===== config.mk =====
export PLATFORM = sky130hd
export DESIGN_NAME = uart_tx
export DESIGN_NICKNAME = d
export VERILOG_FILES = /design/src/logic/soc_pkg.sv /design/src/logic/uart_tx.sv
export SDC_FILE = /design/constraint.sdc
export NUM_CORES = 1
export LEC_CHECK = 0
export BUFFER_PORTS_ARGS = -buffer_cell sky130_fd_sc_hd__buf_2
export CORE_MARGIN = 2
export CORE_UTILIZATION = 28
export DETAILED_ROUTE_END_ITERATION = 8
export PLACE_DENSITY_LB_ADDON = 0.25
export REMOVE_ABC_BUFFERS = 1
export SYNTH_ARGS = -nofsm -noshare
export SYNTH_HDL_FRONTEND = slang
export SYNTH_SLANG_ARGS = --single-unit

===== constraint.sdc =====
create_clock -name clk -period 3.2 [get_ports clk]
set_clock_uncertainty 0.15 [all_clocks]
set_input_delay 0.64 -clock clk [delete_from_list [all_inputs] [get_ports clk]]
set_output_delay 0.64 -clock clk [all_outputs]
set_load 0.05 [all_outputs]

===== src/logic/soc_pkg.sv =====
package soc_pkg;

    //////////////////////////////////////////////////
    // widths and sizes
    //////////////////////////////////////////////////

    localparam int BRAM_WORDS = 256;
    localparam int BRAM_AW    = $clog2(BRAM_WORDS);

    typedef logic [31:0]        addr_t;
    typedef logic [31:0]        data_t;
    typedef logic [3:0]         strb_t;
    typedef logic [7:0]         byte_t;
    typedef logic [BRAM_AW-1:0] word_addr_t;

    // any strobe bit set marks a write
    typedef struct packed {
        addr_t addr;
        data_t wdata;
        strb_t wstrb;
    } bus_req_t;

    typedef struct packed {
        data_t rdata;
        logic  fault;
    } bus_rsp_t;

    //////////////////////////////////////////////////
    // address map
    //////////////////////////////////////////////////

    localparam addr_t BRAM_BASE     = 32'h0000_0000;
    localparam addr_t UART_TX_ADDR  = 32'h1000_0000;
    localparam addr_t UART_RX_ADDR  = 32'h1000_0004;
    localparam addr_t UART_LSR_ADDR = 32'h1000_0008;
    localparam addr_t CLINT_BASE    = 32'h1100_0000;
    localparam addr_t FREQ_ADDR     = 32'h1200_0000;

    // offsets inside the 64 KiB clint window
    localparam logic [15:0] MSIP_OFS     = 16'h0000;
    localparam logic [15:0] MTIMECMP_OFS = 16'h4000;
    localparam logic [15:0] MTIME_OFS    = 16'hBFF8;

    //////////////////////////////////////////////////
    // rates
    //////////////////////////////////////////////////

    localparam data_t SYS_CLK_HZ = 32'd100_000_000;
    localparam int    BAUD_DIV   = 16;
    localparam int    HALF_DIV   = BAUD_DIV / 2;
    localparam int    TICK_DIV   = 4;

    typedef logic [$clog2(BAUD_DIV)-1:0] baud_cnt_t;
    typedef logic [$clog2(TICK_DIV)-1:0] tick_cnt_t;

    // line status bits, tx idle is reported twice (bits 5 and 6)
    localparam int LSR_RX_READY = 0;
    localparam int LSR_TX_IDLE  = 5;

    //////////////////////////////////////////////////
    // enums
    //////////////////////////////////////////////////

    typedef enum logic [2:0] {
        T_NONE, T_BRAM, T_UTX, T_URX, T_LSR, T_CLINT, T_FREQ, T_FAULT
    } target_e;

    typedef enum logic [1:0] {TX_IDLE, TX_START, TX_DATA, TX_STOP} tx_state_e;
    typedef enum logic [1:0] {RX_IDLE, RX_START, RX_DATA, RX_STOP} rx_state_e;

endpackage

===== src/logic/uart_tx.sv =====
`timescale 1ns/10ps

module uart_tx
    import soc_pkg::*;
(
    input  logic  clk,
    input  logic  resetn,
    input  logic  load,
    input  byte_t data,
    output logic  tx,
    output logic  busy
);

    tx_state_e state;
    baud_cnt_t baud_cnt;
    logic [2:0] bit_cnt;
    byte_t     shreg;
    logic      bit_end;

    assign bit_end = (baud_cnt == baud_cnt_t'(BAUD_DIV - 1));
    assign busy    = (state != TX_IDLE);

    always_ff @(posedge clk) begin
        if (!resetn) begin
            state    <= TX_IDLE;
            baud_cnt <= '0;
            bit_cnt  <= '0;
            tx       <= 1'b1;
        end else begin
            baud_cnt <= (state == TX_IDLE || bit_end) ? '0 : baud_cnt + 1'b1;
            case (state)
                TX_IDLE: begin
                    // a load while busy never gets here and is lost
                    if (load) begin
                        shreg <= data;
                        tx    <= 1'b0;
                        state <= TX_START;
                    end
                end
                TX_START: begin
                    if (bit_end) begin
                        tx      <= shreg[0];
                        bit_cnt <= '0;
                        state   <= TX_DATA;
                    end
                end
                TX_DATA: begin
                    if (bit_end) begin
                        if (bit_cnt == 3'd7) begin
                            tx    <= 1'b1;
                            state <= TX_STOP;
                        end else begin
                            // lsb first
                            tx      <= shreg[1];
                            shreg   <= shreg >> 1;
                            bit_cnt <= bit_cnt + 1'b1;
                        end
                    end
                end
                TX_STOP: begin
                    if (bit_end) state <= TX_IDLE;
                end
                default: state <= TX_IDLE;
            endcase
        end
    end

endmodule


==> impl_metrics.env <==
export IMPL_syn_area_per_cell_sq_um=11.2
export IMPL_irDropWorstVdd_v=0.000307
export IMPL_clkSlewWorstSetupHoldPaths_ps=100
export IMPL_synth_edf_count=8
export IMPL_cts_tree="done"
export IMPL_cts_hold_buf=0
export IMPL_period_minus_slack_ps=2190
export IMPL_cts_buffer_depth=2
export IMPL_cts_made_buffers=3
export IMPL_rsz0062_at_grt="false"
export IMPL_synth_seq_cells=18
export IMPL_final_antenna_net_count=0
export IMPL_area_growth_pct=16.3
export IMPL_cts_htree_levels=1
export IMPL_cp_max_fo=4
export IMPL_grt_max_degree=17
export IMPL_p_leak_nw=0.438
export IMPL_synth_area_top_cells="edfxtp_1, dfxtp_1, ha_1"
export IMPL_drc=0
export IMPL_die_area_sq_mm=0.00367
export IMPL_p_per_area_mw_per_mm2=794
export IMPL_yosys_area_top_type="edfxtp_1"
export IMPL_wl_per_cell_um=10.7
export IMPL_synth_mux_area_frac=0.110
export IMPL_grt_pass1_vias=643
export IMPL_ys_async_sr_fraction=0
export IMPL_utilization=0.342
export IMPL_insertion_delay_ps=290
export IMPL_cp_cell_sequence="inv_1, ha_1, inv_1, buf_2"
export IMPL_min_period_over_period=0.685
export IMPL_tightest_slew_ps=397
export IMPL_grt_pass1_wl_um=2800
export IMPL_grt_ovfl_total=0
export IMPL_synth_cell_types=26
export IMPL_seq_area_frac_synth=0.491
export IMPL_dieWidth_um=60.6
export IMPL_ys_top_cells_by_count="dfxtp_1, edfxtp_1, ha_1, mux2_2, nor2b_1"
export IMPL_synth_top_area_frac=0.268
export IMPL_synthAdderAreaFrac=0.112
export IMPL_die_h_um=60.6
export IMPL_worst_ep_arrival_time_ps=1400
export IMPL_synth_xor_xnor_area_share=0.0195
export IMPL_syn_area_sq_um=897
export IMPL_critPathKind="register to output pin"
export IMPL_final_nets=116
export IMPL_cpLargestDelayFamily="buffers and inverters"
export IMPL_syn_inst=80
export IMPL_finalWeightedCongestion=0.719
export IMPL_cts_setup_buffers=0
export IMPL_setup_slack_ps=1010
export IMPL_num_vias=610
export IMPL_io_pin_count=13
export IMPL_diodes=0
export IMPL_antenna_found_initial=0
export IMPL_cts_root_buffer="clkbuf_4"
export IMPL_synth_most_common_cell="dfxtp_1"
export IMPL_yosysWarningCount=0
export IMPL_status="completed"
export IMPL_finalSetupTns_ps=0
export IMPL_dp_hpwl_um=1200
export IMPL_fmax_ghz=0.456
export IMPL_slowest_stage="dfxtp_1"
export IMPL_synth_compound_area_frac=0.0893
export IMPL_cp_end_kind="output pin"
export IMPL_final_area_sq_mm=0.00104
export IMPL_coreArea_sq_mm=0.00305
export IMPL_place_worst_setup_slack_ps=1020
export IMPL_num_rows=20
export IMPL_max_stage_delay_ps=400
export IMPL_drv_slew=0
export IMPL_track_usage=0.105
export IMPL_first_pass_iters=3
export IMPL_yosys_area_share_simple=0.146
export IMPL_crit_path_frequent_cell="inv_1"
export IMPL_cts_repair_resized=0
export IMPL_synth_top_family_by_area="simple AND/OR/NAND/NOR gates"
export IMPL_relSlewSlack=0.733
export IMPL_min_path_type="register to register"
export IMPL_finalSetupViolCount=0
export IMPL_drtIter0Drc=11
export IMPL_cts_sinks=18
export IMPL_cp_num_buf_inv=3
export IMPL_port_buffers=12
export IMPL_synth_ff_type="dfxtp_1"
export IMPL_hold_viol=0
export IMPL_place_area_sq_mm=0.00102
export IMPL_critical_path_required_ps=2410
export IMPL_cp_start_kind="register"
export IMPL_cap_violations=0
export IMPL_drive_above_1_share=0.271
export IMPL_via_per_inst=4.36
export IMPL_wl_um=1500
export IMPL_start_util=0.294
==> layer usage <==
layer / global-route usage / part of all wire / up-vias
li1: - / - / 315
met1: 0.122 / 0.46 / 281
met2: 0.172 / 0.46 / 12
met3: 0.0469 / 0.062 / 2
met4: 0.0373 / 0.011 / 0
met5: 0 / 0 / -
==> report_power, final <==
group	leakage [nW]	total, mW	internal (mW)	switching (mW)
registers	0.156	0.340	0.313	0.0274
clock network	0.0154	0.116	0.0454	0.0710
logic	0.267	0.372	0.156	0.216
==> flip-flops by register name (all words and copies together) (netlist names) <==
name      count
shreg         8
baud_cnt      4
bit_cnt       3
state         2
tx            1
==> worst paths after layout <==
kind	cells past startpoint	start	slack, ps	endpoint
max	4	state[0]$_SDFFE_PN0P_	1010	busy
min	1	baud_cnt[0]$_SDFF_PP0_	310	baud_cnt[0]$_SDFF_PP0_
max reg2reg	8	state[0]$_SDFFE_PN0P_	1010	shreg[7]$_SDFFCE_PP0P_
min reg2reg	1	baud_cnt[0]$_SDFF_PP0_	310	baud_cnt[0]$_SDFF_PP0_
==> layout make-up <==
type | count | area [sq um]
fillers | 336 | 2010
flip-flops and latches | 18 | 440
multi-input cells | 55 | 428
repair buffers | 14 | 75.1
well taps | 44 | 55.1
clock buffers | 3 | 22.5
inverters | 5 | 18.8
clock inverters | 1 | 3.75
==> cells in the final DEF, fill, tap and decap left out, drive strengths merged <==
cell type | Yosys | final
buf | 1 | 14
dfxtp | 10 | 10
ha | 8 | 8
edfxtp | 8 | 8
mux2 | 7 | 7
nor2b | 7 | 7
inv | 5 | 5
nand3 | 4 | 4
nand2 | 4 | 4
nor3 | 3 | 3
nor2 | 3 | 3
o21ai | 3 | 3
clkbuf | 1 | 3
a22oi | 2 | 2
mux2i | 2 | 2
xor2 | 2 | 2
a211oi | 2 | 2
a21oi | 1 | 1
nor3b | 1 | 1
o21bai | 1 | 1
a21boi | 1 | 1
or2 | 1 | 1
or3 | 1 | 1
o211a | 1 | 1
and3 | 1 | 1
clkinv | 0 | 1
==> cells by family (layout without fill, tap and decap cells) <==
family,after synthesis,in the layout
DFF,18,18
adders and majority gates,8,8
and+or+nand+nor,25,25
xor gates and xnor gates,2,2
buffers and inverters,7,23
muxes,9,9
AOI/OAI and AO/OA,11,11
==> metrics by stage <==
stage | power (mW) | hold slack, ps | std cells
after CTS | 0.843 | 315 | 140
after global routing | 0.903 | 342 | 140
after detailed placement | 0.725 | 299 | 136
after floorplan | 0.631 | 268 | 78
after global placement | 0.719 | 280 | 136
final | 0.828 | 313 | 140
(Power assumes the default switching activity.)
