[config.mk]
export PLATFORM = sky130hd
export DESIGN_NAME = uart_rx
export DESIGN_NICKNAME = d
export VERILOG_FILES = /design/src/logic/soc_pkg.sv /design/src/logic/uart_rx.sv
export SDC_FILE = /design/constraint.sdc
export NUM_CORES = 1
export LEC_CHECK = 0
export BUFFER_PORTS_ARGS = -buffer_cell sky130_fd_sc_hd__buf_4
export CAP_MARGIN = 0
export CORE_UTILIZATION = 54
export DETAILED_ROUTE_END_ITERATION = 10
export PLACE_DENSITY = 0.75
export SETUP_SLACK_MARGIN = 0.02
export SLEW_MARGIN = 10
export SYNTH_ARGS = -nofsm -noshare
export SYNTH_HDL_FRONTEND = slang
export SYNTH_SLANG_ARGS = --single-unit
[constraint.sdc]
create_clock -name clk -period 2 [get_ports clk]
set_input_delay 0 -clock clk [delete_from_list [all_inputs] [get_ports clk]]
set_output_delay 0 -clock clk [all_outputs]
set_load 0.02 [all_outputs]
[src/logic/soc_pkg.sv]
package soc_pkg;

    //////////////////////////////////////////////////
    // widths and sizes
    //////////////////////////////////////////////////

    localparam int BRAM_WORDS = 256;
    localparam int BRAM_AW    = $clog2(BRAM_WORDS);

    typedef logic [31:0]        addr_t;
    typedef logic [31:0]        data_t;
    typedef logic [3:0]         strb_t;
    typedef logic [7:0]         byte_t;
    typedef logic [BRAM_AW-1:0] word_addr_t;

    // any strobe bit set marks a write
    typedef struct packed {
        addr_t addr;
        data_t wdata;
        strb_t wstrb;
    } bus_req_t;

    typedef struct packed {
        data_t rdata;
        logic  fault;
    } bus_rsp_t;

    //////////////////////////////////////////////////
    // address map
    //////////////////////////////////////////////////

    localparam addr_t BRAM_BASE     = 32'h0000_0000;
    localparam addr_t UART_TX_ADDR  = 32'h1000_0000;
    localparam addr_t UART_RX_ADDR  = 32'h1000_0004;
    localparam addr_t UART_LSR_ADDR = 32'h1000_0008;
    localparam addr_t CLINT_BASE    = 32'h1100_0000;
    localparam addr_t FREQ_ADDR     = 32'h1200_0000;

    // offsets inside the 64 KiB clint window
    localparam logic [15:0] MSIP_OFS     = 16'h0000;
    localparam logic [15:0] MTIMECMP_OFS = 16'h4000;
    localparam logic [15:0] MTIME_OFS    = 16'hBFF8;

    //////////////////////////////////////////////////
    // rates
    //////////////////////////////////////////////////

    localparam data_t SYS_CLK_HZ = 32'd100_000_000;
    localparam int    BAUD_DIV   = 16;
    localparam int    HALF_DIV   = BAUD_DIV / 2;
    localparam int    TICK_DIV   = 4;

    typedef logic [$clog2(BAUD_DIV)-1:0] baud_cnt_t;
    typedef logic [$clog2(TICK_DIV)-1:0] tick_cnt_t;

    // line status bits, tx idle is reported twice (bits 5 and 6)
    localparam int LSR_RX_READY = 0;
    localparam int LSR_TX_IDLE  = 5;

    //////////////////////////////////////////////////
    // enums
    //////////////////////////////////////////////////

    typedef enum logic [2:0] {
        T_NONE, T_BRAM, T_UTX, T_URX, T_LSR, T_CLINT, T_FREQ, T_FAULT
    } target_e;

    typedef enum logic [1:0] {TX_IDLE, TX_START, TX_DATA, TX_STOP} tx_state_e;
    typedef enum logic [1:0] {RX_IDLE, RX_START, RX_DATA, RX_STOP} rx_state_e;

endpackage
[src/logic/uart_rx.sv]
`timescale 1ns/10ps

module uart_rx
    import soc_pkg::*;
(
    input  logic  clk,
    input  logic  resetn,
    input  logic  rx,
    input  logic  pop,
    output logic  full,
    output byte_t data
);

    logic       rx_s1;
    logic       rx_s2;
    rx_state_e  state;
    baud_cnt_t  cnt;
    logic [2:0] bit_cnt;
    byte_t      shreg;
    logic       half_end;
    logic       bit_end;
    logic       got_byte;

    assign half_end = (cnt == baud_cnt_t'(HALF_DIV - 1));
    assign bit_end  = (cnt == baud_cnt_t'(BAUD_DIV - 1));
    // good stop bit at its middle
    assign got_byte = (state == RX_STOP) && bit_end && rx_s2;

    // two-flop synchronizer, idles high
    always_ff @(posedge clk) begin
        if (!resetn) begin
            rx_s1 <= 1'b1;
            rx_s2 <= 1'b1;
        end else begin
            rx_s1 <= rx;
            rx_s2 <= rx_s1;
        end
    end

    //////////////////////////////////////////////////
    // frame FSM
    //////////////////////////////////////////////////

    always_ff @(posedge clk) begin
        if (!resetn) begin
            state   <= RX_IDLE;
            cnt     <= '0;
            bit_cnt <= '0;
        end else begin
            cnt <= cnt + 1'b1;
            case (state)
                RX_IDLE: begin
                    cnt <= '0;
                    if (!rx_s2) state <= RX_START;
                end
                RX_START: begin
                    // recheck at mid start bit, glitches go back to idle
                    if (half_end) begin
                        cnt     <= '0;
                        bit_cnt <= '0;
                        state   <= rx_s2 ? RX_IDLE : RX_DATA;
                    end
                end
                RX_DATA: begin
                    if (bit_end) begin
                        shreg   <= {rx_s2, shreg[7:1]};
                        bit_cnt <= bit_cnt + 1'b1;
                        if (bit_cnt == 3'd7) state <= RX_STOP;
                    end
                end
                RX_STOP: begin
                    // low stop bit drops the frame
                    if (bit_end) state <= RX_IDLE;
                end
                default: state <= RX_IDLE;
            endcase
        end
    end

    // holding register, a new byte overwrites an unread one
    always_ff @(posedge clk) begin
        if (got_byte) data <= shreg;
    end

    always_ff @(posedge clk) begin
        if (!resetn) full <= 1'b0;
        else if (got_byte) full <= 1'b1;
        else if (pop) full <= 1'b0;
    end

endmodule

==> results.sh <==
export IMPL_skew_ps=0.882
export IMPL_wl_mm=1.62
export IMPL_outcome="completed"
export IMPL_finalNetCount=103
export IMPL_synthSimpleGateAreaFrac=0.142
export IMPL_maxCapViolCount=0
export IMPL_rsz0062_at_grt="false"
export IMPL_setup_violations=0
export IMPL_coreArea_mm2=0.00178
export IMPL_regToRegSetupSlack_ps=500
export IMPL_synth_fp_nets=84
export IMPL_cp_max_fo=9
export IMPL_clk_latency_ps=330
export IMPL_drtAntennaViolNets=0
export IMPL_fin_tns_setup_ps=0
export IMPL_synth_ff_latch_count=28
export IMPL_synth_cell_types=31
export IMPL_die_h_um=46.4
export IMPL_synth_cells=77
export IMPL_antenna_found_initial=0
export IMPL_muxShareOfSynthArea=0.00940
export IMPL_dieArea_mm2=0.00215
export IMPL_final_max_slew_viol_count=0
export IMPL_post_route_period_util=0.750
export IMPL_place_inst=112
export IMPL_cp_end_kind="register"
export IMPL_ios=13
export IMPL_synthXorXnorAreaFrac=0.0247
export IMPL_hold_viol_final=0
export IMPL_grt_pass1_vias=560
export IMPL_synth_adder_area_share=0.0353
export IMPL_clock_sinks=28
export IMPL_gp_congestion=0.782
export IMPL_synth_compound_area_share=0.0846
export IMPL_critPathKind="register to register"
export IMPL_fillers=120
export IMPL_h_tree_depth=1
export IMPL_yosysWarnings=0
export IMPL_power_density_mw_per_mm2=786
export IMPL_critical_path_startpoint_type="register"
export IMPL_ir_worst_vdd_mv=0.702
export IMPL_wl_per_cell_um=13.5
export IMPL_synth_area_per_cell_um2=13.8
export IMPL_antenna_cells=0
export IMPL_drc_errors=0
export IMPL_syn_to_final_growth_pct=19.2
export IMPL_hp_class="register to register"
export IMPL_worstPathArrival_ps=1560
export IMPL_avgViaCountPerCell=5.55
export IMPL_cts_buffers=3
export IMPL_yosysSeqAreaShare=0.677
export IMPL_dr_pass1_iters=4
export IMPL_max_freq_mhz=667
export IMPL_tritoncts="built"
export IMPL_relSlewSlack=0.717
export IMPL_dp_hpwl_mm=1.03
export IMPL_leakagePower_nw=0.449
export IMPL_portBuffers=12
export IMPL_die_x_um=46.4
export IMPL_num_rows=15
export IMPL_grt_pass1_wl_mm=2.44
export IMPL_clockBufferDepth=2
export IMPL_cts_resized=0
export IMPL_cp_required_ps=2060
export IMPL_clk_pin_slew_worst_paths_ps=140
export IMPL_synth_top_family_by_area="simple AND/OR/NAND/NOR gates"
export IMPL_fin_crit_ps=1500
export IMPL_start_util=0.597
export IMPL_grt_usage=0.164
export IMPL_worst_pin_slew_ps=425
export IMPL_worst_hold_slack_ps=440
export IMPL_layout_cells_non_filler=120
export IMPL_syn_cell_area_mm2=0.00106
export IMPL_drt_iter0_drc=7
export IMPL_layout_drive_gt1_share=0.221
export IMPL_root_buffer="clkbuf_4"
export IMPL_route_vias_total=666
export IMPL_grt_max_degree=17
export IMPL_grt_overflow_total=0
## cell usage in the layout, fill, tap and decap left out, types with 2 or more instances in the layout
| cell type | instances |
|---|---|
| nand4_1 | 3 |
| nor2b_1 | 2 |
| o21ai_1 | 3 |
| nand3_1 | 3 |
| xnor2_1 | 3 |
| dlygate4sd3_1 | 4 |
| o211ai_1 | 3 |
| clkbuf_4 | 3 |
| ha_1 | 3 |
| nor2_1 | 5 |
| edfxtp_1 | 16 |
| nor3b_1 | 2 |
| nand2b_1 | 2 |
| dfxtp_1 | 12 |
| buf_4 | 14 |
## report_power, final
part	switching [W]	internal (W)
registers	0.00000350	0.000606
logic	0.00000848	0.0000148
clock network	0.000162	0.000203
## metal layers
metal / up-vias / global-route usage / part of all wire
li1: 323 / - / -
met1: 327 / 0.229 / 0.49
met2: 14 / 0.256 / 0.47
met3: 2 / 0.0235 / 0.025
met4: 0 / 0.0706 / 0.015
met5: - / 0 / 0
## per-stage QoR
stage | setup slack [ps] | power, W | util | instance area [µm²]
finish | 500 | 0.000998 | 0.712 | 1270
global route | 405 | 0.00103 | 0.712 | 1270
CTS | 520 | 0.00100 | 0.712 | 1270
detailed placement | 566 | 0.000639 | 0.660 | 1180
global placement | 605 | 0.000638 | 0.660 | 1180
floorplan | 451 | 0.000632 | - | 1060
## worst max-delay path, stage by stage, from the launching register on
cell and delay (ps):
dfxtp_1 390, ha_1 320, nand3_2 190, nor2_1 140, buf_4 190
## synthesized netlist by cell type, drive strengths merged
| master | count | area share |
|---|---|---|
| nor2 | 5 | 0.018 |
| o221a | 1 | 0.011 |
| a21oi | 1 | 0.0047 |
| and2 | 1 | 0.0059 |
| and4b | 1 | 0.013 |
| xnor2 | 3 | 0.025 |
| mux2i | 1 | 0.0094 |
| o211ai | 3 | 0.021 |
| nor3b | 2 | 0.014 |
| nand2 | 1 | 0.0035 |
| nand3b | 1 | 0.0071 |
| ha | 3 | 0.035 |
| buf | 3 | 0.020 |
| nand2b | 2 | 0.012 |
| nand3 | 4 | 0.023 |
| clkbuf | 1 | 0.0035 |
| inv | 1 | 0.0035 |
| nor2b | 2 | 0.012 |
| edfxtp | 16 | 0.45 |
| o311ai | 1 | 0.0082 |
| o21bai | 1 | 0.0071 |
| nand4b | 1 | 0.0082 |
| o21ai | 4 | 0.019 |
| dfxtp | 12 | 0.23 |
| and3b | 1 | 0.0082 |
| o21a | 1 | 0.0071 |
| nand4 | 3 | 0.018 |
| a21boi | 1 | 0.0071 |
## cell type report
type / instances / area (µm²) / share of cell area
clock buffer: 3 / 22.5 / 0.0178
clock inverter: 1 / 30.0 / 0.0237
inverter: 1 / 3.75 / 0.00296
multi-input combinational: 44 / 315 / 0.249
sequential: 28 / 721 / 0.568
tap: 25 / 31.3 / 0.0247
timing repair buffer: 18 / 145 / 0.114
## flip-flops by register name, indices dropped and copies added, names as in the netlist, named ones only
name and flops:
rx_s1 1, shreg 8, cnt 4, bit_cnt 3
full 1, data 8, rx_s2 1, state 1
## cell families after synthesis
family | Yosys count
AND/OR/NAND/NOR | 24
adder cells (fa/ha/maj) | 3
multiplexers | 1
buffers and inverters | 5
AO/OA/AOI/OAI | 13
XOR/XNOR | 3
flip-flops | 28
## timing repair
item	CTS	global route
setup buffers	0	0
endpoints found under the hold margin	8	0
hold buffers	4	0
## final timing paths
kind | startpoint | end | cells past startpoint
max reg2reg | cnt[0] | data[0] | 4
min reg2reg | rx_s1 | rx_s2 | 1
min | rx_s1 | rx_s2 | 1
max | cnt[0] | data[0] | 4
No activity file was read; power rests on OpenSTA's default activity.
