## src/logic/soc_pkg.sv

```systemverilog
package soc_pkg;

    //////////////////////////////////////////////////
    // widths and sizes
    //////////////////////////////////////////////////

    localparam int BRAM_WORDS = 256;
    localparam int BRAM_AW    = $clog2(BRAM_WORDS);

    typedef logic [31:0]        addr_t;
    typedef logic [31:0]        data_t;
    typedef logic [3:0]         strb_t;
    typedef logic [7:0]         byte_t;
    typedef logic [BRAM_AW-1:0] word_addr_t;

    // any strobe bit set marks a write
    typedef struct packed {
        addr_t addr;
        data_t wdata;
        strb_t wstrb;
    } bus_req_t;

    typedef struct packed {
        data_t rdata;
        logic  fault;
    } bus_rsp_t;

    //////////////////////////////////////////////////
    // address map
    //////////////////////////////////////////////////

    localparam addr_t BRAM_BASE     = 32'h0000_0000;
    localparam addr_t UART_TX_ADDR  = 32'h1000_0000;
    localparam addr_t UART_RX_ADDR  = 32'h1000_0004;
    localparam addr_t UART_LSR_ADDR = 32'h1000_0008;
    localparam addr_t CLINT_BASE    = 32'h1100_0000;
    localparam addr_t FREQ_ADDR     = 32'h1200_0000;

    // offsets inside the 64 KiB clint window
    localparam logic [15:0] MSIP_OFS     = 16'h0000;
    localparam logic [15:0] MTIMECMP_OFS = 16'h4000;
    localparam logic [15:0] MTIME_OFS    = 16'hBFF8;

    //////////////////////////////////////////////////
    // rates
    //////////////////////////////////////////////////

    localparam data_t SYS_CLK_HZ = 32'd100_000_000;
    localparam int    BAUD_DIV   = 16;
    localparam int    HALF_DIV   = BAUD_DIV / 2;
    localparam int    TICK_DIV   = 4;

    typedef logic [$clog2(BAUD_DIV)-1:0] baud_cnt_t;
    typedef logic [$clog2(TICK_DIV)-1:0] tick_cnt_t;

    // line status bits, tx idle is reported twice (bits 5 and 6)
    localparam int LSR_RX_READY = 0;
    localparam int LSR_TX_IDLE  = 5;

    //////////////////////////////////////////////////
    // enums
    //////////////////////////////////////////////////

    typedef enum logic [2:0] {
        T_NONE, T_BRAM, T_UTX, T_URX, T_LSR, T_CLINT, T_FREQ, T_FAULT
    } target_e;

    typedef enum logic [1:0] {TX_IDLE, TX_START, TX_DATA, TX_STOP} tx_state_e;
    typedef enum logic [1:0] {RX_IDLE, RX_START, RX_DATA, RX_STOP} rx_state_e;

endpackage
```

## src/logic/clint_timer.sv

```systemverilog
`timescale 1ns/10ps

module clint_timer
    import soc_pkg::*;
(
    input  logic        clk,
    input  logic        resetn,
    input  logic        sel,
    input  logic        we,
    input  logic [15:0] ofs,
    input  data_t       wdata,
    output data_t       rdata,
    output logic        irq_soft,
    output logic        irq_timer
);

    data_t     mtime;
    data_t     mtimecmp;
    logic      msip;
    tick_cnt_t tick_cnt;
    logic      tick;
    data_t     mtime_nxt;
    data_t     mtimecmp_nxt;
    logic      wr;

    assign wr   = sel && we;
    assign tick = (tick_cnt == tick_cnt_t'(TICK_DIV - 1));

    //////////////////////////////////////////////////
    // next register values
    //////////////////////////////////////////////////

    always_comb begin
        mtime_nxt    = tick ? mtime + 1'b1 : mtime;
        mtimecmp_nxt = mtimecmp;
        if (wr && ofs == MTIME_OFS) mtime_nxt = wdata;
        if (wr && ofs == MTIMECMP_OFS) mtimecmp_nxt = wdata;
    end

    always_ff @(posedge clk) begin
        if (!resetn) begin
            tick_cnt  <= '0;
            mtime     <= '0;
            mtimecmp  <= '1;
            msip      <= 1'b0;
            irq_timer <= 1'b0;
        end else begin
            tick_cnt <= tick ? '0 : tick_cnt + 1'b1;
            mtime    <= mtime_nxt;
            mtimecmp <= mtimecmp_nxt;
            if (wr && ofs == MSIP_OFS) msip <= wdata[0];
            // compare on next values so irq lines up with the registers
            irq_timer <= (mtime_nxt >= mtimecmp_nxt);
        end
    end

    assign irq_soft = msip;

    // registered read, unknown offsets give zero
    always_ff @(posedge clk) begin
        if (sel) begin
            case (ofs)
                MSIP_OFS:     rdata <= data_t'(msip);
                MTIMECMP_OFS: rdata <= mtimecmp;
                MTIME_OFS:    rdata <= mtime;
                default:      rdata <= '0;
            endcase
        end
    end

endmodule

```

## config.mk

```make
export PLATFORM = sky130hd
export DESIGN_NAME = clint_timer
export DESIGN_NICKNAME = d
export VERILOG_FILES = /design/src/logic/soc_pkg.sv /design/src/logic/clint_timer.sv
export SDC_FILE = /design/constraint.sdc
export NUM_CORES = 1
export LEC_CHECK = 0
export BUFFER_PORTS_ARGS = -buffer_cell sky130_fd_sc_hd__buf_2
export CAP_MARGIN = 10
export CORE_UTILIZATION = 45
export CTS_CLUSTER_DIAMETER = 60
export DETAILED_ROUTE_END_ITERATION = 8
export PLACE_DENSITY = 0.77
export SYNTH_ARGS = -nofsm -noshare
export SYNTH_HDL_FRONTEND = slang
export SYNTH_SLANG_ARGS = --single-unit
```

## constraint.sdc

```tcl
create_clock -name clk -period 3.6 [get_ports clk]
set_input_delay 0.18 -clock clk [delete_from_list [all_inputs] [get_ports clk]]
set_output_delay 0.18 -clock clk [all_outputs]
set_load 0.02 [all_outputs]
```

==> impl_metrics.csv <==
group,metric,value,unit
outcome,status,"finished clean",
critical_path,worst-path-max-fanout,9,
cts,cts_tree,"built",
logic_synthesis,postSynth.asyncResetShare,0,%
critical_path,arrival,3.51,ns
critical_path,crit_type,"reg2reg",
logic_synthesis,synth_fa_ha_area_share,8.26,%
logic_synthesis,synth_seq_cells,100,
cts,clkLatencyLatePin,0.35,ns
routing,wl,12200,microns
routing,postRouteAntennaNets,0,
routing,viasPerCell,5.76,
logic_synthesis,synth_top_family_by_area,"simple AND/OR/NAND/NOR gates",
logic_synthesis,yosysSeqAreaShare,45.1,%
logic_synthesis,synth_compound_area_share,15.6,%
floorplanning,io_pins,86,
critical_path,required,3.82,ns
cts,clock-sinks,100,
critical_path,worstSetupStartpoint,"tick_cnt[0]$_SDFF_PP0_",
logic_synthesis,ys_warn_count,0,
finish,mostFrequentLayoutCell,"buf_2",
global_route,overflow,0,
cts,path_clk_slew,0.07,ns
floorplanning,rows,38,
worst_hold_path,hold_path_end,"mtimecmp[22]$_SDFF_PN1_",
logic_synthesis,synthSimpleGateAreaFrac,15.6,%
logic_synthesis,syn_inst,514,
global_route,grt_pass1_wl,19400,microns
finish,drive_gt1_share,21.1,%
global_route,top_usage_layer,"met2",
cts,cts-root-buf,"clkbuf_16",
floorplanning,dieArea,0.0119,sq mm
timing,fin_crit_sh,91.1,%
cts,cts_made_buffers,9,
timing,setup_viol,0,
global_route,use_met3,3.71,%
timing,worst_slew_pin_slew,0.478,ns
global_route,grt_pass1_vias,4145,
logic_synthesis,syn_area,0.00515,sq mm
global_route,antenna_found_initial,0,
timing,fin_setup_tns,0,ns
routing,drt-pass1-iter-count,4,
placement,place_congestion,0.924,
routing,drc,0,
timing,slew_viol_final,0,
floorplanning,core,0.0110,sq mm
worst_hold_path,hold-path-cell-count,3,
logic_synthesis,yosysTopAreaCell,"dfxtp_1",
timing,fmax,305,MHz
power_and_ir_drop,leakage,2.80,nW
power_and_ir_drop,finalPower,0.00225,W
global_route,grt_max_degree,91,
power_and_ir_drop,ir_worst_vdd,0.206,mV
floorplanning,die_w,109,microns
finish,final_nets,679,
global_route,grt_use_met2,35.9,%
critical_path,rr_startpoint,"tick_cnt[0]$_SDFF_PP0_",
critical_path,r2r_setup_slack,0.32,ns
timing,hold_viol,0,
critical_path,crit_path_end_kind,"flip-flop",
run,maxCapViolCount,0,
cts,clockBufferDepth,2,
floorplanning,start_util,46.9,%
timing,clock_skew,0.00787,ns
finish,n_fill_cell,932,
critical_path,r2r_cells,14,
logic_synthesis,synth_xor_area_share,5.10,%
cts,postCtsHoldBufs,0,
floorplanning,chipHeight,109,microns
routing,vias,4249,
timing,relSlewSlack,68.1,%
critical_path,crit_path_start_kind,"flip-flop",
worst_hold_path,hp-class,"in2reg",
logic_synthesis,synth_top_area_share,26.4,%
finish,diodes,0,
logic_synthesis,muxShareOfSynthArea,7.72,%
power_and_ir_drop,p_per_area,373,mW/mm^2
logic_synthesis,synth_ff_type,"dfxtp_1",
timing,rsz0062_at_grt,"false",
worst_hold_path,worstHoldStart,"wdata[22]",
global_route,grt_usage,21.4,%
routing,wl_per_cell,16.5,microns
finish,multi_input_area,0.00270,sq mm
placement,portBuffers,85,
logic_synthesis,synth_nets,600,
placement,hpwl,8440,microns
logic_synthesis,yosys-top-cells-area,"dfxtp_1 (26%), edfxtp_1 (19%), ha_1 (8.3%)",
routing,drt-initial-drc-count,250,
cts,postCtsSetupRepairBufs,0,
logic_synthesis,yosysUniqueCellTypes,46,
timing,fin_crit,3.28,ns
logic_synthesis,synth_area_per_cell,10.0,sq um
finish,mostFrequentLayoutCells,"buf_2 (85), dfxtp_1 (68), nand2_1 (48), a21oi_1 (39), nor2_1 (37)",
cts,ctsResizeCount,0,
finish,ff_latch_area,0.00232,sq mm
finish,area_growth,17.2,%
logic_synthesis,synth_edf_count,32,
global_route,use_met1,26.9,%
cts,htreeDepth,3,
critical_path,r2r-end,"irq_timer$_SDFF_PN0_",
through the flow:
step	hold slack, ns	instances	cell area [sq um]	worst slack (ns)	utilization (%)
2_1_floorplan	0.292	514	5150	0.646	-
3_3_place_gp	0.413	722	5750	0.195	52.3
3_5_place_dp	0.428	722	5750	0.112	52.3
4_1_cts	0.0940	738	6040	0.352	55.0
5_1_grt	0.113	738	6040	0.0739	55.0
6_report	0.0994	738	6040	0.319	55.0
worst max-delay path, cell delays in order, from the launching register on:
cell,delay (ns)
dfxtp_1,0.34
ha_1,0.34
nand4_1,0.22
buf_4,0.21
nor3_2,0.14
buf_4,0.21
nand2_1,0.09
xor2_1,0.17
a21oi_1,0.10
ha_1,0.31
a211oi_1,0.24
nor2_1,0.07
a211o_1,0.26
a311oi_1,0.32
o21ai_0,0.14
kinds of logic (layout without fill, tap and decap cells):
family                     count (synthesis)  count (layout)
AOI/OAI and AO/OA                        116             116
xor gates and xnor gates                  30              30
adders and majority gates                 34              34
buffers and inverters                     34             118
DFF                                      100             100
muxes                                     39              39
and+or+nand+nor                          161             161
registers in the layout, indices dropped and copies added, names as in the netlist:
name / cells
irq_soft: 1
mtimecmp: 32
rdata: 32
tick_cnt: 2
irq_timer: 1
mtime: 32
metal layers:
metal	share of wire (%)	up-vias	wire (microns)
met4	2.3	0	278
met3	5.7	26	698
li1	-	2080	-
met2	48	131	5890
met1	44	2012	5330
met5	0	-	0
power breakdown:
group          internal [W]  total, W  leakage (nW)  switching (W)
combinational     0.0000415  0.000112          1.77      0.0000703
clock              0.000536  0.000957         0.149       0.000421
sequential          0.00118   0.00118         0.878     0.00000531
total               0.00175   0.00225          2.80       0.000496
worst max path at each step:
stage / endpoint / slack (ns) / cells past startpoint
global placement: irq_timer$_SDFF_PN0_ / 0.20 / 12
global route: irq_timer$_SDFF_PN0_ / 0.07 / 14
floorplan: irq_timer$_SDFF_PN0_ / 0.65 / 13
CTS: irq_timer$_SDFF_PN0_ / 0.35 / 14
finish: irq_timer$_SDFF_PN0_ / 0.32 / 14
detailed placement: irq_timer$_SDFF_PN0_ / 0.11 / 12
cell usage after synthesis (3+ instances only):
library cell	n
a22o_1	32
edfxtp_1	32
nand4_1	18
dfxtp_1	68
a211oi_1	24
mux2_2	6
ha_1	34
inv_1	3
xnor2_1	9
nor3_1	6
or4_1	3
mux2i_1	33
and3_1	5
and4_1	4
xor2_1	21
nand2_1	49
buf_2	7
clkbuf_1	23
o21ai_0	9
nand3_1	20
and2_1	5
a21oi_1	39
nor2_1	37
final cells by class:
| cell class | instances | share of cell area [%] |
|---|---|---|
| well taps | 140 | 2.90 |
| clock inverters | 7 | 1.12 |
| inverters | 4 | 0.249 |
| flip-flops and latches | 100 | 38.5 |
| clock buffers | 9 | 3.73 |
| repair buffers | 98 | 8.87 |
| multi-input cells | 380 | 44.7 |
Power figures use the tool's default switching activity.
