$ cat config.mk
export PLATFORM = sky130hd
export DESIGN_NAME = bus_decoder
export DESIGN_NICKNAME = d
export VERILOG_FILES = /design/src/logic/soc_pkg.sv /design/src/logic/bus_decoder.sv
export SDC_FILE = /design/constraint.sdc
export NUM_CORES = 1
export LEC_CHECK = 0
export ABC_AREA = 0
export BUFFER_PORTS_ARGS = -buffer_cell sky130_fd_sc_hd__buf_2
export CAP_MARGIN = 20
export CORE_AREA = 2 2 97 99
export DETAILED_ROUTE_END_ITERATION = 10
export DIE_AREA = 0 0 99 101
export GPL_ROUTABILITY_DRIVEN = 0
export HOLD_SLACK_MARGIN = 0.08
export SYNTH_ARGS = -nofsm -noshare
export SYNTH_HDL_FRONTEND = slang
export SYNTH_SLANG_ARGS = --single-unit
$ cat constraint.sdc
create_clock -name clk -period 2.6 [get_ports clk]
set_input_delay 0.26 -clock clk [delete_from_list [all_inputs] [get_ports clk]]
set_output_delay 0.26 -clock clk [all_outputs]
set_load 0.005 [all_outputs]
$ cat src/logic/soc_pkg.sv
package soc_pkg;

    //////////////////////////////////////////////////
    // widths and sizes
    //////////////////////////////////////////////////

    localparam int BRAM_WORDS = 256;
    localparam int BRAM_AW    = $clog2(BRAM_WORDS);

    typedef logic [31:0]        addr_t;
    typedef logic [31:0]        data_t;
    typedef logic [3:0]         strb_t;
    typedef logic [7:0]         byte_t;
    typedef logic [BRAM_AW-1:0] word_addr_t;

    // any strobe bit set marks a write
    typedef struct packed {
        addr_t addr;
        data_t wdata;
        strb_t wstrb;
    } bus_req_t;

    typedef struct packed {
        data_t rdata;
        logic  fault;
    } bus_rsp_t;

    //////////////////////////////////////////////////
    // address map
    //////////////////////////////////////////////////

    localparam addr_t BRAM_BASE     = 32'h0000_0000;
    localparam addr_t UART_TX_ADDR  = 32'h1000_0000;
    localparam addr_t UART_RX_ADDR  = 32'h1000_0004;
    localparam addr_t UART_LSR_ADDR = 32'h1000_0008;
    localparam addr_t CLINT_BASE    = 32'h1100_0000;
    localparam addr_t FREQ_ADDR     = 32'h1200_0000;

    // offsets inside the 64 KiB clint window
    localparam logic [15:0] MSIP_OFS     = 16'h0000;
    localparam logic [15:0] MTIMECMP_OFS = 16'h4000;
    localparam logic [15:0] MTIME_OFS    = 16'hBFF8;

    //////////////////////////////////////////////////
    // rates
    //////////////////////////////////////////////////

    localparam data_t SYS_CLK_HZ = 32'd100_000_000;
    localparam int    BAUD_DIV   = 16;
    localparam int    HALF_DIV   = BAUD_DIV / 2;
    localparam int    TICK_DIV   = 4;

    typedef logic [$clog2(BAUD_DIV)-1:0] baud_cnt_t;
    typedef logic [$clog2(TICK_DIV)-1:0] tick_cnt_t;

    // line status bits, tx idle is reported twice (bits 5 and 6)
    localparam int LSR_RX_READY = 0;
    localparam int LSR_TX_IDLE  = 5;

    //////////////////////////////////////////////////
    // enums
    //////////////////////////////////////////////////

    typedef enum logic [2:0] {
        T_NONE, T_BRAM, T_UTX, T_URX, T_LSR, T_CLINT, T_FREQ, T_FAULT
    } target_e;

    typedef enum logic [1:0] {TX_IDLE, TX_START, TX_DATA, TX_STOP} tx_state_e;
    typedef enum logic [1:0] {RX_IDLE, RX_START, RX_DATA, RX_STOP} rx_state_e;

endpackage
$ cat src/logic/bus_decoder.sv
`timescale 1ns/10ps

module bus_decoder
    import soc_pkg::*;
(
    input  logic        clk,
    input  logic        resetn,
    input  logic        req_valid,
    input  bus_req_t    req,
    output logic        req_ready,
    output bus_rsp_t    rsp,
    output strb_t       bram_we,
    output word_addr_t  bram_addr,
    input  data_t       bram_rdata,
    output logic        tx_load,
    output byte_t       tx_data,
    input  logic        tx_busy,
    output logic        rx_pop,
    input  logic        rx_full,
    input  byte_t       rx_data,
    output logic        clint_sel,
    output logic        clint_we,
    output logic [15:0] clint_ofs,
    output data_t       clint_wdata,
    input  data_t       clint_rdata
);

    target_e tgt;
    target_e rsp_tgt;
    logic    ready_q;
    logic    take;
    logic    is_wr;
    logic    rx_full_q;
    byte_t   rx_data_q;

    // new request only when no ready is pending
    assign take  = req_valid && !ready_q;
    assign is_wr = |req.wstrb;

    always_comb begin
        tgt = T_NONE;
        if (req_valid) begin
            if (req.addr[31:BRAM_AW+2] == BRAM_BASE[31:BRAM_AW+2])
                tgt = T_BRAM;
            else if (req.addr == UART_TX_ADDR)
                tgt = T_UTX;
            else if (req.addr == UART_RX_ADDR)
                tgt = T_URX;
            else if (req.addr == UART_LSR_ADDR)
                tgt = T_LSR;
            else if (req.addr[31:16] == CLINT_BASE[31:16])
                tgt = T_CLINT;
            else if (req.addr == FREQ_ADDR)
                tgt = T_FREQ;
            else
                tgt = T_FAULT;
        end
    end

    //////////////////////////////////////////////////
    // peripheral strobes, first request cycle only
    //////////////////////////////////////////////////

    assign bram_we     = (take && tgt == T_BRAM) ? req.wstrb : '0;
    assign bram_addr   = req.addr[BRAM_AW+1:2];
    assign tx_load     = take && tgt == T_UTX && is_wr;
    assign tx_data     = req.wdata[7:0];
    assign rx_pop      = take && tgt == T_URX && !is_wr;
    assign clint_sel   = take && tgt == T_CLINT;
    assign clint_we    = clint_sel && is_wr;
    assign clint_ofs   = req.addr[15:0];
    assign clint_wdata = req.wdata;

    // the registered target marks the response cycle
    always_ff @(posedge clk) begin
        if (!resetn) begin
            ready_q <= 1'b0;
            rsp_tgt <= T_NONE;
        end else begin
            ready_q <= take;
            rsp_tgt <= take ? tgt : T_NONE;
        end
    end

    // rx state as seen at the pop, full is gone by the response cycle
    always_ff @(posedge clk) begin
        if (take && tgt == T_URX) begin
            rx_full_q <= rx_full;
            rx_data_q <= rx_data;
        end
    end

    assign req_ready = ready_q;

    //////////////////////////////////////////////////
    // response mux
    //////////////////////////////////////////////////

    always_comb begin
        rsp = '0;
        case (rsp_tgt)
            T_BRAM:  rsp.rdata = bram_rdata;
            T_URX:   rsp.rdata = rx_full_q ? data_t'(rx_data_q) : '1;
            T_LSR: begin
                rsp.rdata[LSR_TX_IDLE +: 2] = {2{!tx_busy}};
                rsp.rdata[LSR_RX_READY]     = rx_full;
            end
            T_CLINT: rsp.rdata = clint_rdata;
            T_FREQ:  rsp.rdata = SYS_CLK_HZ;
            T_FAULT: rsp.fault = 1'b1;
            default: rsp = '0;
        endcase
    end

endmodule

==> summary.txt, run 1 <==
Final layout
  – Inserted Diodes: 0
  – Net count, final: 500
  – Fraction of layout cells with a size suffix above 1: 58.5%
  – Syn-to-layout area delta: 29.6%
  – Fill count: 963
  – Sequential Area: 352 um2
  – Area of the multi-input gates: roughly 1100 um2
  – Post-route cell area: 2610 um2

Yosys
  – Most used DFF post-synth: edfxtp_1
  – FF+latch count, synth: 13
  – Post-synth EDFFs: 9
  – Yosys top cell area share: between 20% and 30%
  – Largest family of logic cells by synthesized area: buffers and inverters
  – Count leader, synth: buf_4
  – Xor and xnor fraction of the mapped netlist area: 0%
  – Top area cells in the synthesized netlist: buf_4, edfxtp_1, mux2i_1
  – Synth async-reset ratio: 0%
  – Simple-Gate Fraction of Synth Area: about a fifth
  – Post-synthesis cell count: roughly 240
  – Sequential area share after synthesis: approximately 17%
  – YS warnings: 0
  – Post-synth top area cell: buf_4
  – Post-Syn Nets: between 300 and 400
  – Synth Area in Compound Gates: about a fifth
  – Synthesized area: 2010 um2
  – Adder-cell share of the synthesized area: 0%
  – Synth unique cells: 41
  – Top cells by count, synth: buf_4, nor2_1, mux2i_1
  – Mux share of post-synthesis cell area: between 10% and 20%
  – Mean post-synth cell area: 8.31 um2

CTS
  – CTS Buf Count: 3
  – H-tree depth: 1
  – Clk pin slew, worst setup/hold paths: about 0.05 ns
  – Clock Sinks: 13
  – Clock Latency Late Sink: approximately 0.23 ns
  – Hold Buf Count CTS: 0
  – Setup bufs post-CTS: 0
  – Clock Tree Buf Depth: 2
  – Resized cells post-CTS: 0
  – CTS tree: yes
  – Clock root buffer: clkbuf_8

GRT
  – GRT Overall Usage: a little under an eighth
  – Global-route wire length before repair: 9160 um
  – Initial antenna violation count: 1
  – Vias in the first global route: approximately 1900
  – Grt ovf: 0
  – Largest net degree at the start of global routing: 20

Worst hold path
  – Hold Path Stages: 1
  – Worst min path class: in2reg
  – Hold wc startpoint: rx_data[6]
  – Hold EP: rx_data_q[6]

Worst setup path
  – Critical Path Most Common Cell: o21ai_0
  – Reg2reg setup slack: between 1 and 1.5 ns
  – CP Class: reg2out
  – Arrival @ worst endpoint: between 1.5 and 2 ns
  – Startpoint types: flip-flop
  – Critical path capture point type: output pin
  – CP max stage delay: 0.57 ns
  – Worst-path cell chain: inv_1 > and3_1 > o21ai_0 > buf_4 > o21ai_0 > buf_2
  – R2r endpoint: rx_data_q[4]
  – Crit-path max FO: 17
  – CP max-delay cell: dfxtp_2
  – Reg2Reg Launch Point: req_ready
  – Worst endpoint required time: approximately 2.3 ns
  – Worst reg2reg path depth: 4

Routing
  – Drt first pass iters: 6
  – Total wire length: slightly above 6000 um
  – Drt drc: 0
  – Antenna-violating nets left: 0
  – Wire per inst: 13.1 um
  – Iter 0 DRT Violations: 21
  – Routed vias: slightly above 2000
  – Vias per cell: roughly 4.4

Placement
  – Placement Cell Area: between 2000 and 3000 um2
  – IO Port Bufs: 178
  – Hpwl dp: 5280 um
  – Pre-CTS WS: around 0.48 ns

Pwr
  – Pwr Density: 259 nW/um2
  – Max VDD drop: about 130 uV
  – Leak: between 1 and 1.5 nW

Floorplan
  – FP Rows: 35
  – Core footprint: between 8000 and 9000 um2
  – Die X: 99 um
  – Initial Util: 22.4%
  – Chip height: around 100 um
  – Die footprint: about 10000 um2
  – Ports: 251

Timing
  – Final setup violation count: 0
  – Final hold vios: 0
  – Post-route worst setup slack: ~0.48 ns
  – Final worst path period need: approximately 2.1 ns
  – Layout Skew: 0.00261 ns
  – Max Fclk: 472 MHz
  – TNS Setup: 0 ns
  – Worst Max-Slew Pin Slew: about 0.66 ns
  – Fin crit share: 81.4%
  – Slew Limit Fails: 0
  – RSZ-0062 raised after global routing: no
  – Relative slew slack: 55.3%

Job
  – Max-cap check violation count: 0

Run status
  – Status: completed
[critical path, delay by kind of cell (launching register included)]
family,cells,cell delay (ns)
AO/OA/AOI/OAI,2,0.26
buffers and inverters,3,0.57
flip-flops,1,0.57
AND/OR/NAND/NOR,1,0.23
[state kept, by name, indices dropped and copies added, names as in the netlist]
register   count
rx_full_q      1
rsp_tgt        3
rx_data_q      8
req_ready      1
[through the flow]
stage          power (W)  util, %  std cells  hold slack [ns]
6_report        0.000676     29.0        465            0.200
5_1_grt         0.000726     29.0        465            0.193
4_1_cts         0.000690     29.0        465            0.194
3_5_place_dp    0.000514     28.5        461            0.439
3_3_place_gp    0.000510     28.5        461            0.439
2_1_floorplan   0.000423        -        242            0.359
[where the power goes]
part	internal (W)	leakage [nW]	switching, W	total, W
combinational	0.000148	1.22	0.000119	0.000267
clock	0.000108	0.0228	0.0000638	0.000171
sequential	0.000225	0.114	0.0000120	0.000237
total	0.000481	1.36	0.000195	0.000676
[area by class of cell]
class / instances / area share (%)
well taps: 111 / 5.33
repair buffers: 185 / 36.2
multi-input cells: 146 / 42.4
flip-flops and latches: 13 / 13.5
inverters: 6 / 0.864
clock buffers: 4 / 1.73
[how the worst max path moves through the flow]
stage                   endpoint  depth (start not counted)  startpoint
detailed placement      clint_we                          7     req[45]
CTS                      rsp[14]                          6  rsp_tgt[2]
floorplan           rx_data_q[0]                          5     req[47]
finish                   rsp[14]                          6  rsp_tgt[2]
global route             rsp[19]                          6  rsp_tgt[2]
global placement        clint_we                          7     req[45]
[layout by cell type (no fill, tap or decap), types with 3 or more instances in the layout]
cell | synthesis | routed
buf_2 | 3 | 178
nor2_1 | 28 | 28
mux2i_1 | 24 | 24
o21ai_0 | 22 | 22
o21a_1 | 12 | 12
edfxtp_1 | 9 | 9
nand2_1 | 7 | 7
mux2_2 | 7 | 7
buf_4 | 64 | 7
inv_1 | 5 | 5
o211a_1 | 5 | 5
and3_1 | 4 | 4
nor4_4 | 3 | 3
nor3_1 | 3 | 3
nor3b_1 | 3 | 3
clkbuf_8 | 0 | 3
dfxtp_1 | 4 | 3
[layer usage]
layer | wire [um] | part of all wire [%] | up-vias | track usage, %
li1 | - | - | 1017 | -
met1 | 2290 | 37 | 898 | 12.6
met2 | 3010 | 49 | 136 | 21.2
met3 | 730 | 12 | 9 | 3.33
met4 | 78 | 1.3 | 0 | 3.27
met5 | 0 | 0 | - | 0
[logic make-up (layout without fill, tap and decap cells)]
family,Yosys count,count (layout)
simple gates,65,65
compound gates,50,50
mux,31,31
flops,13,13
buf+inv,83,195
Note: power is estimated with default switching activity, not from simulation.
==> run 2: changes to the inputs <==
- CORE_AREA: 2 2 97 99 -> 2 2 98 100
- DIE_AREA: 0 0 99 101 -> 0 0 100 102
- clock period: 2.6 -> 1.8 ns (I/O delays scaled with it)
==> run 2 against run 1 <==
Against the previous run: the flow now finishes with violations (setup timing); setup slack got worse by 0.50 ns; via count rose by 6.4%; global-route usage fell by 0.36 points; largest power group unchanged; register-to-register slack got worse by 0.91 ns; hold slack got worse by 0.079 ns.
==> summary.txt, run 2 (synthesized netlist as in run 1, its figures left out) <==
Worst hold path
  – Hold Path Stages: 1
  – Worst min path class: in2reg
  – Hold EP: rx_data_q[0]
  – Hold wc startpoint: rx_data[0]

Routing
  – Drt drc: 0
  – Total wire length: 6260 um
  – Wire per inst: roughly 13 um
  – Drt first pass iters: 4
  – Iter 0 DRT Violations: 35
  – Antenna-violating nets left: 0
  – Routed vias: 2192
  – Vias per cell: about 4.5

CTS
  – Clock Tree Buf Depth: 2
  – Clock root buffer: clkbuf_8
  – Clock Sinks: 13
  – CTS Buf Count: 3
  – Clock Latency Late Sink: 0.23 ns
  – CTS tree: yes
  – Clk pin slew, worst setup/hold paths: roughly 0.050 ns
  – H-tree depth: 1

Placement
  – Inst Count DP: around 480
  – IO Port Bufs: between 150 and 200
  – Hpwl dp: ~5300 um

Job
  – Max-cap check violation count: 0

Final layout
  – Biggest register: rx_data_q
  – Fin cells: slightly below 500
  – Most common cell after layout, fill and taps aside: buf_2
  – Syn-to-layout area delta: 42.2%
  – Max FFs per register: 8
  – Fin util: a little under a third
  – Inserted Diodes: 0
  – Most frequent cells in the layout: buf_2, buf_4, nor2_1, mux2i_1, o21ai_0
  – Top Registers: rx_data_q: 8 flops, rsp_tgt: 3 flops
  – Fill count: 969
  – Net count, final: between 500 and 600
  – Fraction of layout cells with a size suffix above 1: approximately 64%

Timing
  – Hold WS: 0.121 ns
  – Slew Limit Fails: 0
  – TNS Setup: -0.0372 ns
  – Fin crit share: 101%
  – Final setup violation count: 4
  – Max Fclk: between 500 and 600 MHz
  – Final worst path period need: 1.82 ns
  – Worst Max-Slew Pin Slew: about 0.36 ns
  – Relative slew slack: ~76%
  – Final hold vios: 0
  – Layout Skew: approximately 0.0024 ns
  – RSZ-0062 raised after global routing: yes
  – Post-route worst setup slack: -0.0182 ns

Worst setup path
  – WP buf/inv: 2
  – Crit-path max FO: 6
  – Worst reg2reg path depth: 5
  – CP max-delay cell: a2111oi_4
  – R2r endpoint: rx_data_q[6]
  – CP Class: in2out
  – Startpoint types: input pin
  – Critical path capture point type: output pin
  – Reg2reg setup slack: 0.38 ns
  – Arrival @ worst endpoint: between 1.5 and 2 ns
  – Crit path max-delay family: compound AO/OA/AOI/OAI gates
  – CP max stage delay: 0.47 ns
  – Worst-path cell chain: buf_8 > nor4_4 > nand4_1 > a2111oi_4 > o211ai_4 > nor3_2 > buf_2
  – Worst endpoint required time: between 1.5 and 2 ns
  – Reg2Reg Launch Point: req_ready

GRT
  – Global-route wire length before repair: about 9200 um
  – Largest net degree at the start of global routing: 24
  – GRT Overall Usage: around 11%
  – Vias in the first global route: roughly 2100
  – Grt ovf: 0
  – Initial antenna violation count: 0

Pwr
  – Internal: 0.000720 W
  – Pwr Density: around 350 nW/um2
  – Max VDD drop: around 150 uV
  – Seq pwr share: between 30% and 40%
  – Switching share of power: 28.3%
  – Comb pwr share: a little over two fifths
  – Clock power frac: a little under a quarter
  – Leak: roughly 1.5 nW
  – Sw Pwr: approximately 0.00028 W

Run status
  – Status: finished with violations
  – Failing checks: setup timing

Floorplan
  – Initial Util: 22.1%
  – Core footprint: 9110 um2
  – Die X: 100 um
  – Die footprint: around 10000 um2
  – Chip height: roughly 100 um
  – FP Rows: 35
  – Ports: between 200 and 300
[run 2: cell count changes in the layout (fill, tap and decap cells not counted), sizes merged]
cell    before  now
inv          5    6
buf        185  206
clkinv       1    0
[run 2: layer usage]
layer,GRT usage (%),part of all wire (%),up-vias
met1,12.6,39,992
met5,0,0,-
li1,-,-,1063
met3,1.50,8.7,10
met4,3.06,1.4,0
met2,21.4,51,127
[run 2: worst reg2reg max path: cells and delay by family, from the launching register on]
family	cells	cell delay, ns
simple gates	3	0.48
buf+inv	2	0.32
flops	1	0.31
[run 2: repair_timing]
item / 4_1_cts / 5_1_grt
buffers inserted: 2 / 0
pin swaps: 12 / 10
resized for setup: 7 / 19
endpoints found under the setup margin: 20 / 42
hold buffers: 0 / 0
cloned: 0 / 1
[run 2: how the worst max path moves through the flow]
stage / from / cells past startpoint / slack (ns) / endpoint
finish: req[44] / 7 / -0.02 / clint_we
global route: req[44] / 7 / -0.13 / bram_we[2]
CTS: req[54] / 6 / -0.04 / clint_we
detailed placement: req[45] / 7 / -0.16 / clint_we
global placement: req[45] / 7 / -0.13 / clint_we
floorplan: req[47] / 5 / 0.1 / rx_data_q[0]
[run 2: cell type report]
| cell class | count | area (um2) | share of cell area, % |
|---|---|---|---|
| flip-flops and latches | 13 | 352 | 12.3 |
| repair buffers | 206 | 1140 | 39.9 |
| multi-input cells | 146 | 1160 | 40.5 |
| clock buffers | 4 | 45.0 | 1.58 |
| inverters | 6 | 25.0 | 0.875 |
| well taps | 111 | 139 | 4.86 |
[run 2: power by group through the flow]
stage,Sequential [W],Combinational [W],Clock (W)
2_1_floorplan,0.000333,0.000279,0
3_3_place_gp,0.000337,0.000412,0
3_5_place_dp,0.000336,0.000422,0
4_1_cts,0.000331,0.000426,0.000249
5_1_grt,0.000332,0.000475,0.000258
6_report,0.000331,0.000433,0.000242
[run 2: metrics by stage]
step                worst slack, ns  total power [W]  area [um2]
floorplan                    0.0978         0.000611        2010
global placement             -0.132         0.000749        2700
detailed placement           -0.160         0.000758        2700
CTS                         -0.0428          0.00101        2790
global route                 -0.133          0.00106        2860
finish                      -0.0182          0.00101        2860
